==> src/hw/dvp_reg_pkg.sv <==
`default_nettype none

package dvp_reg_pkg;

    // Word indices on the register bus
    localparam logic [3:0] reg_vi_cr        = 4'd0;
    localparam logic [3:0] reg_vi_sr        = 4'd1;
    localparam logic [3:0] reg_vp_cr        = 4'd2;
    localparam logic [3:0] reg_vp_sr        = 4'd3;
    localparam logic [3:0] reg_vp_start     = 4'd4;
    localparam logic [3:0] reg_vp_end       = 4'd5;
    localparam logic [3:0] reg_vp_scaler    = 4'd6;
    localparam logic [3:0] reg_vp_threshold = 4'd7;
    localparam logic [3:0] reg_vo_cr        = 4'd8;
    localparam logic [3:0] reg_vo_sr        = 4'd9;
    localparam logic [3:0] reg_last         = 4'd9;  // Highest mapped index

    // Control word fields
    localparam int bit_en    = 0;   // Enable, same spot in every CR
    localparam int mode_lsb  = 1;   // VI and VO mode in bits 2:1
    localparam int mode_w    = 2;
    localparam int vp_thr_en = 1;   // Threshold enable in VP_CR

    // Mode codes
    localparam logic [1:0] vi_mode_test = 2'd0;
    localparam logic [1:0] vi_mode_ext  = 2'd1;
    localparam logic [1:0] vo_mode_rgb  = 2'd0;
    localparam logic [1:0] vo_mode_lcd  = 2'd1;

    // Window word layout, x low and y high
    localparam int coord_w = 12;
    localparam int x_lsb   = 0;
    localparam int y_lsb   = 16;

endpackage

`default_nettype wire

==> src/hw/dvp_video_pkg.sv <==
`default_nettype none

package dvp_video_pkg;

    localparam int pix_w = 16;

    // Small frame to keep simulation short
    localparam int h_act   = 32;
    localparam int h_total = 40;
    localparam int v_act   = 8;
    localparam int v_total = 10;

    // RGB565 layout
    localparam int red_msb   = 15;
    localparam int red_lsb   = 11;
    localparam int green_msb = 10;
    localparam int green_lsb = 5;
    localparam int blue_msb  = 4;
    localparam int blue_lsb  = 0;

    localparam int lcd_w = 6;   // One LCD colour channel

    localparam int cnt_w = 16;  // Frame and pixel counters

endpackage

`default_nettype wire

==> src/hw/dvp_regs.sv <==
`timescale 1ns/1ns
`default_nettype none

module dvp_regs (
    input  logic        io_ahb_PCLK,
    input  logic        io_ahb_PRESET,
    input  logic        io_ahb_PSEL,
    input  logic        io_ahb_PENABLE,
    input  logic        io_ahb_PWRITE,
    input  logic [3:0]  io_ahb_PADDR,
    input  logic [31:0] io_ahb_PWDATA,
    output logic        io_ahb_PREADY,
    output logic [31:0] io_ahb_PRDATA,
    output logic        io_ahb_PSLVERROR,
    output logic        vi_en,
    output logic [1:0]  vi_mode,
    output logic        vp_en,
    output logic        thr_en,
    output logic [31:0] win_start,
    output logic [31:0] win_end,
    output logic [5:0]  threshold,
    output logic        vo_en,
    output logic [1:0]  vo_mode,
    input  logic [dvp_video_pkg::cnt_w-1:0] frame_cnt,
    input  logic [dvp_video_pkg::cnt_w-1:0] pix_cnt
);

    logic [31:0] vi_cr;
    logic [31:0] vp_cr;
    logic [31:0] vp_start;
    logic [31:0] vp_end;
    logic [31:0] vp_scaler;     // Readable only
    logic [31:0] vp_threshold;
    logic [31:0] vo_cr;
    logic [31:0] vo_sr;
    logic        access;
    logic        is_sr;
    logic        wr;

    assign access = io_ahb_PSEL && io_ahb_PENABLE;
    assign is_sr  = (io_ahb_PADDR == dvp_reg_pkg::reg_vi_sr) ||
                    (io_ahb_PADDR == dvp_reg_pkg::reg_vp_sr) ||
                    (io_ahb_PADDR == dvp_reg_pkg::reg_vo_sr);

    assign io_ahb_PREADY    = 1'b1;  // Single-cycle access
    assign io_ahb_PSLVERROR = access && ((io_ahb_PADDR > dvp_reg_pkg::reg_last) ||
                                         (io_ahb_PWRITE && is_sr));
    assign wr = access && io_ahb_PWRITE && !io_ahb_PSLVERROR;

    always_ff @(posedge io_ahb_PCLK or posedge io_ahb_PRESET) begin
        if (io_ahb_PRESET) begin
            vi_cr        <= '0;
            vp_cr        <= '0;
            vp_start     <= '0;
            vp_end       <= '0;
            vp_scaler    <= '0;
            vp_threshold <= '0;
            vo_cr        <= '0;
        end else if (wr) begin
            case (io_ahb_PADDR)
                dvp_reg_pkg::reg_vi_cr:        vi_cr        <= io_ahb_PWDATA;
                dvp_reg_pkg::reg_vp_cr:        vp_cr        <= io_ahb_PWDATA;
                dvp_reg_pkg::reg_vp_start:     vp_start     <= io_ahb_PWDATA;
                dvp_reg_pkg::reg_vp_end:       vp_end       <= io_ahb_PWDATA;
                dvp_reg_pkg::reg_vp_scaler:    vp_scaler    <= io_ahb_PWDATA;
                dvp_reg_pkg::reg_vp_threshold: vp_threshold <= io_ahb_PWDATA;
                dvp_reg_pkg::reg_vo_cr:        vo_cr        <= io_ahb_PWDATA;
                default: ;
            endcase
        end
    end

    // Output stage status mirrors the live control fields
    always_comb begin
        vo_sr = '0;
        vo_sr[dvp_reg_pkg::bit_en] = vo_en;
        vo_sr[dvp_reg_pkg::mode_lsb +: dvp_reg_pkg::mode_w] = vo_mode;
    end

    always_comb begin
        io_ahb_PRDATA = '0;
        if (access && !io_ahb_PWRITE) begin
            case (io_ahb_PADDR)
                dvp_reg_pkg::reg_vi_cr:        io_ahb_PRDATA = vi_cr;
                dvp_reg_pkg::reg_vi_sr:        io_ahb_PRDATA = 32'(frame_cnt);
                dvp_reg_pkg::reg_vp_cr:        io_ahb_PRDATA = vp_cr;
                dvp_reg_pkg::reg_vp_sr:        io_ahb_PRDATA = 32'(pix_cnt);
                dvp_reg_pkg::reg_vp_start:     io_ahb_PRDATA = vp_start;
                dvp_reg_pkg::reg_vp_end:       io_ahb_PRDATA = vp_end;
                dvp_reg_pkg::reg_vp_scaler:    io_ahb_PRDATA = vp_scaler;
                dvp_reg_pkg::reg_vp_threshold: io_ahb_PRDATA = vp_threshold;
                dvp_reg_pkg::reg_vo_cr:        io_ahb_PRDATA = vo_cr;
                dvp_reg_pkg::reg_vo_sr:        io_ahb_PRDATA = vo_sr;
                default:                       io_ahb_PRDATA = '0;
            endcase
        end
    end

    // Field split, stages only see meaningful bits
    assign vi_en     = vi_cr[dvp_reg_pkg::bit_en];
    assign vi_mode   = vi_cr[dvp_reg_pkg::mode_lsb +: dvp_reg_pkg::mode_w];
    assign vp_en     = vp_cr[dvp_reg_pkg::bit_en];
    assign thr_en    = vp_cr[dvp_reg_pkg::vp_thr_en];
    assign win_start = vp_start;
    assign win_end   = vp_end;
    assign threshold = vp_threshold[5:0];
    assign vo_en     = vo_cr[dvp_reg_pkg::bit_en];
    assign vo_mode   = vo_cr[dvp_reg_pkg::mode_lsb +: dvp_reg_pkg::mode_w];

endmodule

`default_nettype wire

==> src/hw/dvp_vi.sv <==
`timescale 1ns/1ns
`default_nettype none

module dvp_vi (
    input  logic                             io_ahb_PCLK,
    input  logic                             io_ahb_PRESET,
    input  logic                             vi_en,
    input  logic [1:0]                       vi_mode,
    input  logic                             vin_vs,
    input  logic                             vin_de,
    input  logic [dvp_video_pkg::pix_w-1:0]  vin_data,
    output logic                             vi_vs,
    output logic                             vi_de,
    output logic [dvp_video_pkg::pix_w-1:0]  vi_data,
    output logic [dvp_video_pkg::cnt_w-1:0]  frame_cnt
);

    logic [7:0] col;    // Raster column
    logic [7:0] line;   // Raster line
    logic       run_tst;
    logic       tst_de;
    logic       tst_vs;
    logic       vs_q;

    assign run_tst = vi_en && (vi_mode == dvp_reg_pkg::vi_mode_test);
    assign tst_de  = (col < dvp_video_pkg::h_act) && (line < dvp_video_pkg::v_act);
    assign tst_vs  = line == 8'(dvp_video_pkg::v_total - 1);  // Whole last line

    always_ff @(posedge io_ahb_PCLK or posedge io_ahb_PRESET) begin
        if (io_ahb_PRESET) begin
            col  <= '0;
            line <= '0;
        end else if (!run_tst) begin
            col  <= '0;  // Restart raster from the top
            line <= '0;
        end else if (col == 8'(dvp_video_pkg::h_total - 1)) begin
            col  <= '0;
            line <= tst_vs ? 8'd0 : line + 8'd1;
        end else begin
            col <= col + 8'd1;
        end
    end

    always_ff @(posedge io_ahb_PCLK or posedge io_ahb_PRESET) begin
        if (io_ahb_PRESET) begin
            vi_vs   <= 1'b0;
            vi_de   <= 1'b0;
            vi_data <= '0;
        end else if (!vi_en) begin
            vi_vs   <= 1'b0;
            vi_de   <= 1'b0;
            vi_data <= '0;
        end else begin
            case (vi_mode)
                dvp_reg_pkg::vi_mode_test: begin
                    vi_vs   <= tst_vs;
                    vi_de   <= tst_de;
                    vi_data <= tst_de ? {line, col} : '0;  // Line high, column low
                end
                dvp_reg_pkg::vi_mode_ext: begin
                    vi_vs   <= vin_vs;
                    vi_de   <= vin_de;
                    vi_data <= vin_data;
                end
                default: begin
                    vi_vs   <= 1'b0;
                    vi_de   <= 1'b0;
                    vi_data <= '0;
                end
            endcase
        end
    end

    // Frames seen on our own vs, saturating
    always_ff @(posedge io_ahb_PCLK or posedge io_ahb_PRESET) begin
        if (io_ahb_PRESET) begin
            vs_q      <= 1'b0;
            frame_cnt <= '0;
        end else begin
            vs_q <= vi_vs;
            if (vi_en && vi_vs && !vs_q && (frame_cnt != '1))
                frame_cnt <= frame_cnt + 1'b1;
        end
    end

endmodule

`default_nettype wire

==> src/hw/dvp_vp.sv <==
`timescale 1ns/1ns
`default_nettype none

module dvp_vp (
    input  logic                             io_ahb_PCLK,
    input  logic                             io_ahb_PRESET,
    input  logic                             vp_en,
    input  logic                             thr_en,
    input  logic [31:0]                      win_start,
    input  logic [31:0]                      win_end,
    input  logic [5:0]                       threshold,
    input  logic                             vi_vs,
    input  logic                             vi_de,
    input  logic [dvp_video_pkg::pix_w-1:0]  vi_data,
    output logic                             vp_vs,
    output logic                             vp_de,
    output logic [dvp_video_pkg::pix_w-1:0]  vp_data,
    output logic [dvp_video_pkg::cnt_w-1:0]  pix_cnt
);

    logic [dvp_reg_pkg::coord_w-1:0] col;
    logic [dvp_reg_pkg::coord_w-1:0] line;
    logic [dvp_reg_pkg::coord_w-1:0] sx, sy, ex, ey;
    logic [dvp_video_pkg::cnt_w-1:0] acc;  // Pixels passed this frame
    logic                            de_q;
    logic                            in_win;
    logic                            pass;
    logic                            hit;

    assign sx = win_start[dvp_reg_pkg::x_lsb +: dvp_reg_pkg::coord_w];
    assign sy = win_start[dvp_reg_pkg::y_lsb +: dvp_reg_pkg::coord_w];
    assign ex = win_end[dvp_reg_pkg::x_lsb +: dvp_reg_pkg::coord_w];
    assign ey = win_end[dvp_reg_pkg::y_lsb +: dvp_reg_pkg::coord_w];

    // Inclusive window on both axes
    assign in_win = (col >= sx) && (col <= ex) && (line >= sy) && (line <= ey);
    assign pass   = vi_de && (!vp_en || in_win);
    assign hit    = vi_data[dvp_video_pkg::green_msb:dvp_video_pkg::green_lsb] >= threshold;

    // Position of the pixel now on the input
    always_ff @(posedge io_ahb_PCLK or posedge io_ahb_PRESET) begin
        if (io_ahb_PRESET) begin
            col  <= '0;
            line <= '0;
            de_q <= 1'b0;
        end else begin
            de_q <= vi_de;
            col  <= vi_de ? col + 1'b1 : '0;
            if (vi_vs)
                line <= '0;
            else if (de_q && !vi_de)
                line <= line + 1'b1;    // End of an active line
        end
    end

    always_ff @(posedge io_ahb_PCLK or posedge io_ahb_PRESET) begin
        if (io_ahb_PRESET) begin
            vp_vs   <= 1'b0;
            vp_de   <= 1'b0;
            vp_data <= '0;
        end else begin
            vp_vs <= vi_vs;
            vp_de <= pass;
            if (!pass)
                vp_data <= '0;
            else if (vp_en && thr_en)
                vp_data <= hit ? '1 : '0;
            else
                vp_data <= vi_data;
        end
    end

    // vp_vs is last cycle's vi_vs, so this catches the input vs edge
    always_ff @(posedge io_ahb_PCLK or posedge io_ahb_PRESET) begin
        if (io_ahb_PRESET) begin
            acc     <= '0;
            pix_cnt <= '0;
        end else if (vi_vs && !vp_vs) begin
            pix_cnt <= acc;
            acc     <= '0;
        end else if (pass) begin
            acc <= acc + 1'b1;
        end
    end

endmodule

`default_nettype wire

==> src/hw/dvp_vo.sv <==
`timescale 1ns/1ns
`default_nettype none

module dvp_vo (
    input  logic                             io_ahb_PCLK,
    input  logic                             io_ahb_PRESET,
    input  logic                             vo_en,
    input  logic [1:0]                       vo_mode,
    input  logic                             vp_vs,
    input  logic                             vp_de,
    input  logic [dvp_video_pkg::pix_w-1:0]  vp_data,
    output logic                             vo_vs,
    output logic                             vo_de,
    output logic [dvp_video_pkg::pix_w-1:0]  vo_data,
    output logic                             lcd_en,
    output logic [dvp_video_pkg::lcd_w-1:0]  lcd_r,
    output logic [dvp_video_pkg::lcd_w-1:0]  lcd_g,
    output logic [dvp_video_pkg::lcd_w-1:0]  lcd_b
);

    logic on_rgb;
    logic on_lcd;

    assign on_rgb = vo_en && (vo_mode == dvp_reg_pkg::vo_mode_rgb);
    assign on_lcd = vo_en && (vo_mode == dvp_reg_pkg::vo_mode_lcd);

    always_ff @(posedge io_ahb_PCLK or posedge io_ahb_PRESET) begin
        if (io_ahb_PRESET) begin
            vo_vs   <= 1'b0;
            vo_de   <= 1'b0;
            vo_data <= '0;
            lcd_en  <= 1'b0;
            lcd_r   <= '0;
            lcd_g   <= '0;
            lcd_b   <= '0;
        end else begin
            vo_vs   <= on_rgb && vp_vs;
            vo_de   <= on_rgb && vp_de;
            vo_data <= on_rgb ? vp_data : '0;
            lcd_en  <= on_lcd && vp_de;
            // 5-bit channels widened by repeating their MSB
            lcd_r <= on_lcd ? {vp_data[dvp_video_pkg::red_msb:dvp_video_pkg::red_lsb],
                               vp_data[dvp_video_pkg::red_msb]} : '0;
            lcd_g <= on_lcd ? vp_data[dvp_video_pkg::green_msb:dvp_video_pkg::green_lsb] : '0;
            lcd_b <= on_lcd ? {vp_data[dvp_video_pkg::blue_msb:dvp_video_pkg::blue_lsb],
                               vp_data[dvp_video_pkg::blue_msb]} : '0;
        end
    end

endmodule

`default_nettype wire

==> src/hw/dvp_top.sv <==
`timescale 1ns/1ns
`default_nettype none

module dvp_top (
    input  logic                             io_ahb_PCLK,
    input  logic                             io_ahb_PRESET,
    input  logic                             io_ahb_PSEL,
    input  logic                             io_ahb_PENABLE,
    input  logic                             io_ahb_PWRITE,
    input  logic [3:0]                       io_ahb_PADDR,
    input  logic [31:0]                      io_ahb_PWDATA,
    output logic                             io_ahb_PREADY,
    output logic [31:0]                      io_ahb_PRDATA,
    output logic                             io_ahb_PSLVERROR,
    input  logic                             vin_vs,
    input  logic                             vin_de,
    input  logic [dvp_video_pkg::pix_w-1:0]  vin_data,
    output logic                             vo_vs,
    output logic                             vo_de,
    output logic [dvp_video_pkg::pix_w-1:0]  vo_data,
    output logic                             lcd_en,
    output logic [dvp_video_pkg::lcd_w-1:0]  lcd_r,
    output logic [dvp_video_pkg::lcd_w-1:0]  lcd_g,
    output logic [dvp_video_pkg::lcd_w-1:0]  lcd_b
);

    // Control from the register block
    logic        vi_en, vp_en, thr_en, vo_en;
    logic [1:0]  vi_mode, vo_mode;
    logic [31:0] win_start, win_end;
    logic [5:0]  threshold;

    // Status back to the register block
    logic [dvp_video_pkg::cnt_w-1:0] frame_cnt, pix_cnt;

    // Stream between stages
    logic                            vi_vs, vi_de, vp_vs, vp_de;
    logic [dvp_video_pkg::pix_w-1:0] vi_data, vp_data;

    dvp_regs u_regs (
        .io_ahb_PCLK, .io_ahb_PRESET, .io_ahb_PSEL, .io_ahb_PENABLE, .io_ahb_PWRITE,
        .io_ahb_PADDR, .io_ahb_PWDATA, .io_ahb_PREADY, .io_ahb_PRDATA, .io_ahb_PSLVERROR,
        .vi_en, .vi_mode, .vp_en, .thr_en, .win_start, .win_end, .threshold,
        .vo_en, .vo_mode, .frame_cnt, .pix_cnt
    );

    dvp_vi u_vi (
        .io_ahb_PCLK, .io_ahb_PRESET, .vi_en, .vi_mode,
        .vin_vs, .vin_de, .vin_data,
        .vi_vs, .vi_de, .vi_data, .frame_cnt
    );

    dvp_vp u_vp (
        .io_ahb_PCLK, .io_ahb_PRESET, .vp_en, .thr_en, .win_start, .win_end, .threshold,
        .vi_vs, .vi_de, .vi_data,
        .vp_vs, .vp_de, .vp_data, .pix_cnt
    );

    dvp_vo u_vo (
        .io_ahb_PCLK, .io_ahb_PRESET, .vo_en, .vo_mode,
        .vp_vs, .vp_de, .vp_data,
        .vo_vs, .vo_de, .vo_data, .lcd_en, .lcd_r, .lcd_g, .lcd_b
    );

endmodule

`default_nettype wire

==> config.mk <==
export PLATFORM = sky130hd
export DESIGN_NAME = dvp_top
export DESIGN_NICKNAME = d
export VERILOG_FILES = /design/src/hw/dvp_reg_pkg.sv /design/src/hw/dvp_video_pkg.sv /design/src/hw/dvp_regs.sv /design/src/hw/dvp_vi.sv /design/src/hw/dvp_vp.sv /design/src/hw/dvp_vo.sv /design/src/hw/dvp_top.sv
export SDC_FILE = /design/constraint.sdc
export NUM_CORES = 1
export LEC_CHECK = 0
export BUFFER_PORTS_ARGS = -buffer_cell sky130_fd_sc_hd__buf_4
export CAP_MARGIN = 30
export CORE_UTILIZATION = 37
export DETAILED_ROUTE_END_ITERATION = 7
export PLACE_DENSITY = 0.65
export SYNTH_ARGS = -nofsm -noshare
export SYNTH_HDL_FRONTEND = slang
export SYNTH_HIERARCHICAL = 1
export SYNTH_SLANG_ARGS = --single-unit
export TNS_END_PERCENT = 100
==> constraint.sdc <==
create_clock -name io_ahb_PCLK -period 8.14 [get_ports io_ahb_PCLK]
set_input_delay 1.628 -clock io_ahb_PCLK [delete_from_list [all_inputs] [get_ports io_ahb_PCLK]]
set_output_delay 1.628 -clock io_ahb_PCLK [all_outputs]
set_load 0.05 [all_outputs]
== After elaboration in Yosys (flattened, before gate mapping) ==
Cells that the tools add are included.
Storage, ports and cells
  output and inout bits: 71
  word-level logic and storage cells: 127
  input port bits: 59
  register bits: 386
Cells by class
  magnitude comparators: 8
  mux-type cells: 26
  $add $sub $neg: 6
  equality and inequality tests: 15
  reductions and logical operators: 44
Operators by type and width (number)
  32-bit one-hot mux with 10 select lines: 1
  16-bit two-way mux: 8
  8-bit two-way mux: 5
  12-bit two-way mux: 3
  16-bit by 1-bit adder with 16-bit output, second input constant: 2
  32-bit two-way mux: 1
  16-bit one-hot mux with 2 select lines: 1
  12-bit by 1-bit adder with 12-bit output, second input constant: 2
  12-bit greater-or-equal comparator: 2
  12-bit <= comparator: 2
  1-bit logical AND: 23
  6-bit two-way mux: 3
  8-bit by 1-bit adder with 8-bit output, second input constant: 2
  4-bit by 3-bit == test with 1-bit output, second input constant: 4
  16-bit != test, second input constant: 1
  2-bit AND reduction: 7
  4-bit by 2-bit == test with 1-bit output, second input constant: 2
  4-bit == test, second input constant: 2
  8-bit by 4-bit == test with 1-bit output, second input constant: 1
  8-bit by 6-bit == test with 1-bit output, second input constant: 1
  8-bit by 4-bit less-than comparator with 1-bit output, second input constant: 1
  8-bit by 6-bit less-than comparator with 1-bit output, second input constant: 1
  6-bit greater-or-equal comparator: 1
  1-bit zero test: 5
  10 further kinds: 18

== Depth between registers and ports, before layout ==
  depth in word-level cells: 9
  mapped depth: 11
  mapped depth without buffers: 10

== Cells and area by module ==
Netlist, hierarchy kept.
By module, submodules not included
  dvp_regs: seq. area each 5605.4 µm², area an instance 10701.5 µm², times used 1, cells each 775
  dvp_vp: seq. area each 1876.8 µm², area an instance 4631.9 µm², times used 1, cells each 528
  dvp_vi: seq. area each 1276.2 µm², area an instance 2332.2 µm², times used 1, cells each 213
  dvp_vo: seq. area each 875.8 µm², area an instance 1330.0 µm², times used 1, cells each 82

== Least setup slack after synthesis ==
Ideal clock, no wire load.
  path kind: input -> output
  start: in io_ahb_PADDR[2]
  end: out io_ahb_PRDATA[2]
  data required time: 6512 ps
  data arrival time: 3840 ps
  path buffers: 2
  stages on the path: 5
  slack: 2672 ps
  cell sequence: buf_2 -> or2_1 -> a211o_1 -> buf_2 -> o32ai_1
Between the ends
  word-level cells in the longest chain between the ends: 3
  elaborated cells on any way between the ends: 12
  classes of those cells: eq/ne (9); mux (2); reduce/logical (1)
RTL lines
  start: declaration: line dvp_top.sv:10  | input logic [3:0] io_ahb_PADDR,
  4-bit == test, or another cell as far along: line dvp_regs.sv:83  | case (io_ahb_PADDR)
  32-bit one-hot mux with 10 select lines (*): line dvp_regs.sv:83
  32-bit two-way mux (*): line dvp_regs.sv:82  | if (access && !io_ahb_PWRITE) begin
  end: declaration: line dvp_top.sv:13  | output logic [31:0] io_ahb_PRDATA,
Every way passes the cells marked *; elsewhere a longest branch is shown, timed or not.

== Worst setup path in the final report ==
  start: in io_ahb_PADDR[0]
  end: out io_ahb_PRDATA[13]
The elaborated chain is that of the path after synthesis.

==> summary by stage <==
Status
The run finished with clean final reports.

Placed design
The HPWL after detailed placement is 34,900 um. The placed cell count is 2,317. In this run the cell area measured after placement is roughly 0.021 mm^2. The number of port buffers is between 100 and 150. Routability-driven placement finished with a final weighted congestion of 0.849.

Finish
The post-layout utilization of the core is 44.1%. The filler cells instantiated in the layout total 4,570. After the flow finishes, the layout carries non-filler instances totaling 2,396. The library cell used most frequently in the layout, excluding fill and tap cells, is dfrtp_1. The number of inserted diodes is 0. The relative area change from synthesis to final layout is 16.8%. The total non-filler cell area in the finished layout is 0.0222 mm^2. The area taken by flip-flops and latches is 0.00963 mm^2. The number of nets at the end of the flow is 1,813.

In the layout the commonest cells are dfrtp_1, mux2_2, buf_4. Of the cells placed in the final design, the portion with a size suffix greater than 1 is 28.2%. The footprint of the multi-input gates is roughly 0.0085 mm^2.

Synthesis
For this run, asynchronously set or reset flops after synthesis account for 100%. The sequential share of the synthesized area is 50.7%. The cell area that synthesis handed to floorplanning was 0.0190 mm^2. The count of cell types in the netlist is between 80 and 90. The total of flip-flops plus latches after synthesis is 385. For this run, the number of Yosys warnings is 6. The total nets after synthesis is roughly 1,700. The count of flip-flops with a built-in enable after synthesis is 0. Synthesis handed over a netlist of between 1,500 and 2,000 instances. Averaged over all synthesized cells, the footprint is roughly 12 um^2. For this run, the leading register cell type out of synthesis is dfrtp_1.

Global route
Global routing used 19.5% of the available tracks across all layers. For met1 alone, demand over resource in global routing was roughly a quarter. The first global-routing pass estimated 79,300 um of wire. The number of antenna violations at the first check in global routing was 2.

The global routing usage on met3 is 4.39%. Entering global routing, the biggest net connects 80 pins. For this run, global-route usage on met2 was measured as 30.4%. After global routing, the most crowded layer is met2. The via count of the first global-routing pass is 13,300. The global-route congestion overflow total is 0.

Setup path
The worst setup path is captured at a primary output. The family with the most delay on the worst path is buffers and inverters. In this design, the critical path's most frequently occurring cell is buf_4. Walking the worst path, the cells encountered are buf_4 -> nor2b_1 -> a22oi_1 -> a21o_1 -> a221oi_1 -> buf_4. The startpoint-to-endpoint class of the critical path is input port to primary output.

STA classifies the critical path startpoint as an input port. The arrival time of data at the critical path endpoint is roughly 4.2 ns. For the worst setup path, the data required time is approximately 6.5 ns. The delay contributed by the slowest stage of the critical path is roughly 0.80 ns. The slowest stage of the critical path is the nor2b_1 cell.

The critical path runs through a total of 6 cells. The cell depth of the worst flop-to-flop path is 9. The biggest fanout along the worst timing path is 52. Counting both buffers and inverters, the worst setup path holds a total of 2.

Detailed routing
In the routed design, unresolved DRC markers number 0. The routed wire length per instance is approximately 21 um. Wires add up to 51,100 um. The detail-routed via count per cell is 5.50. The final route contains between 10,000 and 15,000 vias.

The remaining number of nets flagged by the antenna check after routing is 0. The total iterations of the first detailed-routing run is 6. For this block, the initial DRC count from the detailed router was roughly 1,300.

Die
The die outline width is 229 um. The die outline area is 0.0522 mm^2. The height of the chip is 229 um. The core area is 0.0504 mm^2. The placement row count is 82. The starting utilization of the core area is 37.7%. The number of I/O pins is 130.

Clocking
Clock-pin slew was measured on the worst setup and hold paths at roughly 0.060 ns. The clock net in this run drives a total of 385 sinks. The clock tree from TritonCTS is built.

The root buffer selected by CTS is clkbuf_16. Post-CTS timing repair inserted 0 buffers for setup. The clock passes through at most 3 buffers. For the worst-skew pair, the clock arrives at the later sink with an insertion delay of approximately 0.57 ns. The number of clock buffers added by TritonCTS is 42. Hold repair after CTS inserted 0 buffers.

The count of cells resized by post-cts repair is 0. CTS built an H-tree with a depth of 2.

Hold path
The min-delay analysis places its worst path in the category flop to flop. The worst hold path stage count is 1.

Timing
The sum of negative setup slack is 0 ns. Setup repair after global routing left no endpoint under its margin. Counting I/O delays and the setup requirement, the final critical path takes 5.82 ns. The number of max-slew violations in the final report is 0. Setup violations remaining at the end of the flow were counted as 0. The worst clock skew is 0.0269 ns. The final critical path takes up 71.5% of the cycle. The worst-case headroom to the max-slew limit is 29.4%.

For this run, the top clock speed supported by timing is 0.172 GHz. The actual transition at the worst max-transition pin is about 1.1 ns. The number of hold-slack violations in the final timing report is 0.

Power
The post-route total power is 5.04 mW. The power density of the placed cells is between 200 and 250 mW/mm^2. The static power due to leakage is 10.3 nW. The largest voltage drop on the vdd net is 0.143 mV.

Run
The number of maximum-capacitance violations is 0.
## layer usage
layer / vias up / routed length (um)
li1: 5998 / -
met1: 6706 / 22600
met2: 384 / 23600
met3: 98 / 3190
met4: 2 / 1750
met5: - / 13
## stage by stage
| stage | hold slack [ns] | worst slack, ns |
|---|---|---|
| floorplan | 0.440 | 0.378 |
| global placement | 0.462 | 2.41 |
| detailed placement | 0.473 | 2.42 |
| CTS | 0.486 | 2.37 |
| global route | 0.496 | 2.26 |
| finish | 0.484 | 2.32 |
## logic make-up (layout without fill, tap and decap cells)
family / after synthesis / count (layout) / synth area share [%]
flip-flops: 385 / 385 / 50.7
AND/OR/NAND/NOR: 421 / 421 / 12.4
adder cells (fa/ha/maj): 61 / 61 / 4.02
multiplexers: 286 / 286 / 17.7
buffers and inverters: 170 / 296 / 4.43
other: 1 / 1 / 0.0197
XOR/XNOR: 40 / 40 / 1.84
AO/OA/AOI/OAI: 234 / 234 / 8.87
## sequential cells by signal, summed over array words and instances, names as in the netlist, 6 cells and up
name and flops:
u_vo/vo_data 16, u_regs/win_end 32, u_vp/col 12, u_regs/vp_threshold 32, u_vo/lcd_g 6, u_vi/line 8
u_regs/vp_scaler 32, u_vp/line 12, u_vp/acc 16, u_regs/vo_cr 32, u_regs/vp_cr 32, u_vi/frame_cnt 16
u_regs/win_start 32, u_vi/col 8, u_vp/pix_cnt 16, u_vp/vp_data 16, u_regs/vi_cr 32, u_vi/vi_data 16
## Yosys cell counts, types with 6 or more instances
cell	instances	share of area, %
nor2_1	80	1.6
inv_1	68	1.3
nor2b_1	19	0.63
mux2_2	199	12
a31oi_1	10	0.33
buf_6	6	0.36
clkbuf_1	25	0.49
a21o_1	6	0.24
a22o_1	23	1.1
xnor2_1	18	0.83
and4bb_2	15	0.99
nand2b_1	13	0.43
and2_1	8	0.26
nand2_1	106	2.1
o31ai_1	9	0.36
nand3_1	33	0.87
mux2_1	52	3.1
a222oi_1	15	0.79
nor4_1	6	0.20
mux2i_1	20	1.1
a21oi_1	64	1.7
nor3_1	34	0.90
or3_1	10	0.33
ha_1	61	4.0
o21ai_0	17	0.45
o211ai_1	6	0.24
buf_4	29	1.1
xor2_1	22	1.0
or4_1	12	0.47
buf_2	37	0.97
a22oi_1	25	0.99
and3_1	20	0.66
a221oi_1	7	0.32
nand4_1	20	0.66
mux4_2	14	1.7
a32oi_1	10	0.46
dfrtp_1	385	51
and4b_1	18	0.95
## worst reg2reg max path, stage by stage (launching register included)
cell	delay, ns
dfrtp_1	0.46
inv_1	0.07
ha_1	0.31
a21oi_1	0.15
o21a_1	0.15
o211ai_1	0.11
o21ai_0	0.36
nand3_1	0.46
or4_1	0.61
a21oi_1	0.15
## final timing paths
kind	startpoint	endpoint	slack [ns]
max	io_ahb_PADDR[0]	io_ahb_PRDATA[13]	2.32
min	u_regs/vo_cr[14]$_DFFE_PP0P_	u_regs/vo_cr[14]$_DFFE_PP0P_	0.48
max in group asynchronous	io_ahb_PRESET	u_vp/line[5]$_DFFE_PP0P_	5.93
max reg2reg	u_regs/win_end[9]$_DFFE_PP0P_	u_vp/acc[10]$_DFFE_PP0P_	5.24
min reg2reg	u_regs/vo_cr[14]$_DFFE_PP0P_	u_regs/vo_cr[14]$_DFFE_PP0P_	0.48
min in group asynchronous	io_ahb_PRESET	u_vi/vi_data[15]$_DFF_PP0_	1.06
## cell type report
type / count / share of cell area [%]
Clock buffer: 53 / 5.42
Multi-Input combinational cell: 1043 / 38.5
Clock inverter: 22 / 1.78
Tap cell: 672 / 3.79
Sequential cell: 385 / 43.4
Timing Repair Buffer: 153 / 5.95
Inverter: 68 / 1.18
## where the power goes
group | switching (mW) | internal (mW) | total (mW) | leakage, nW
sequential | 0.151 | 2.09 | 2.24 | 5.22
clock | 0.795 | 1.39 | 2.19 | 0.791
combinational | 0.326 | 0.291 | 0.616 | 4.31
No activity file was read; power rests on OpenSTA's default activity.
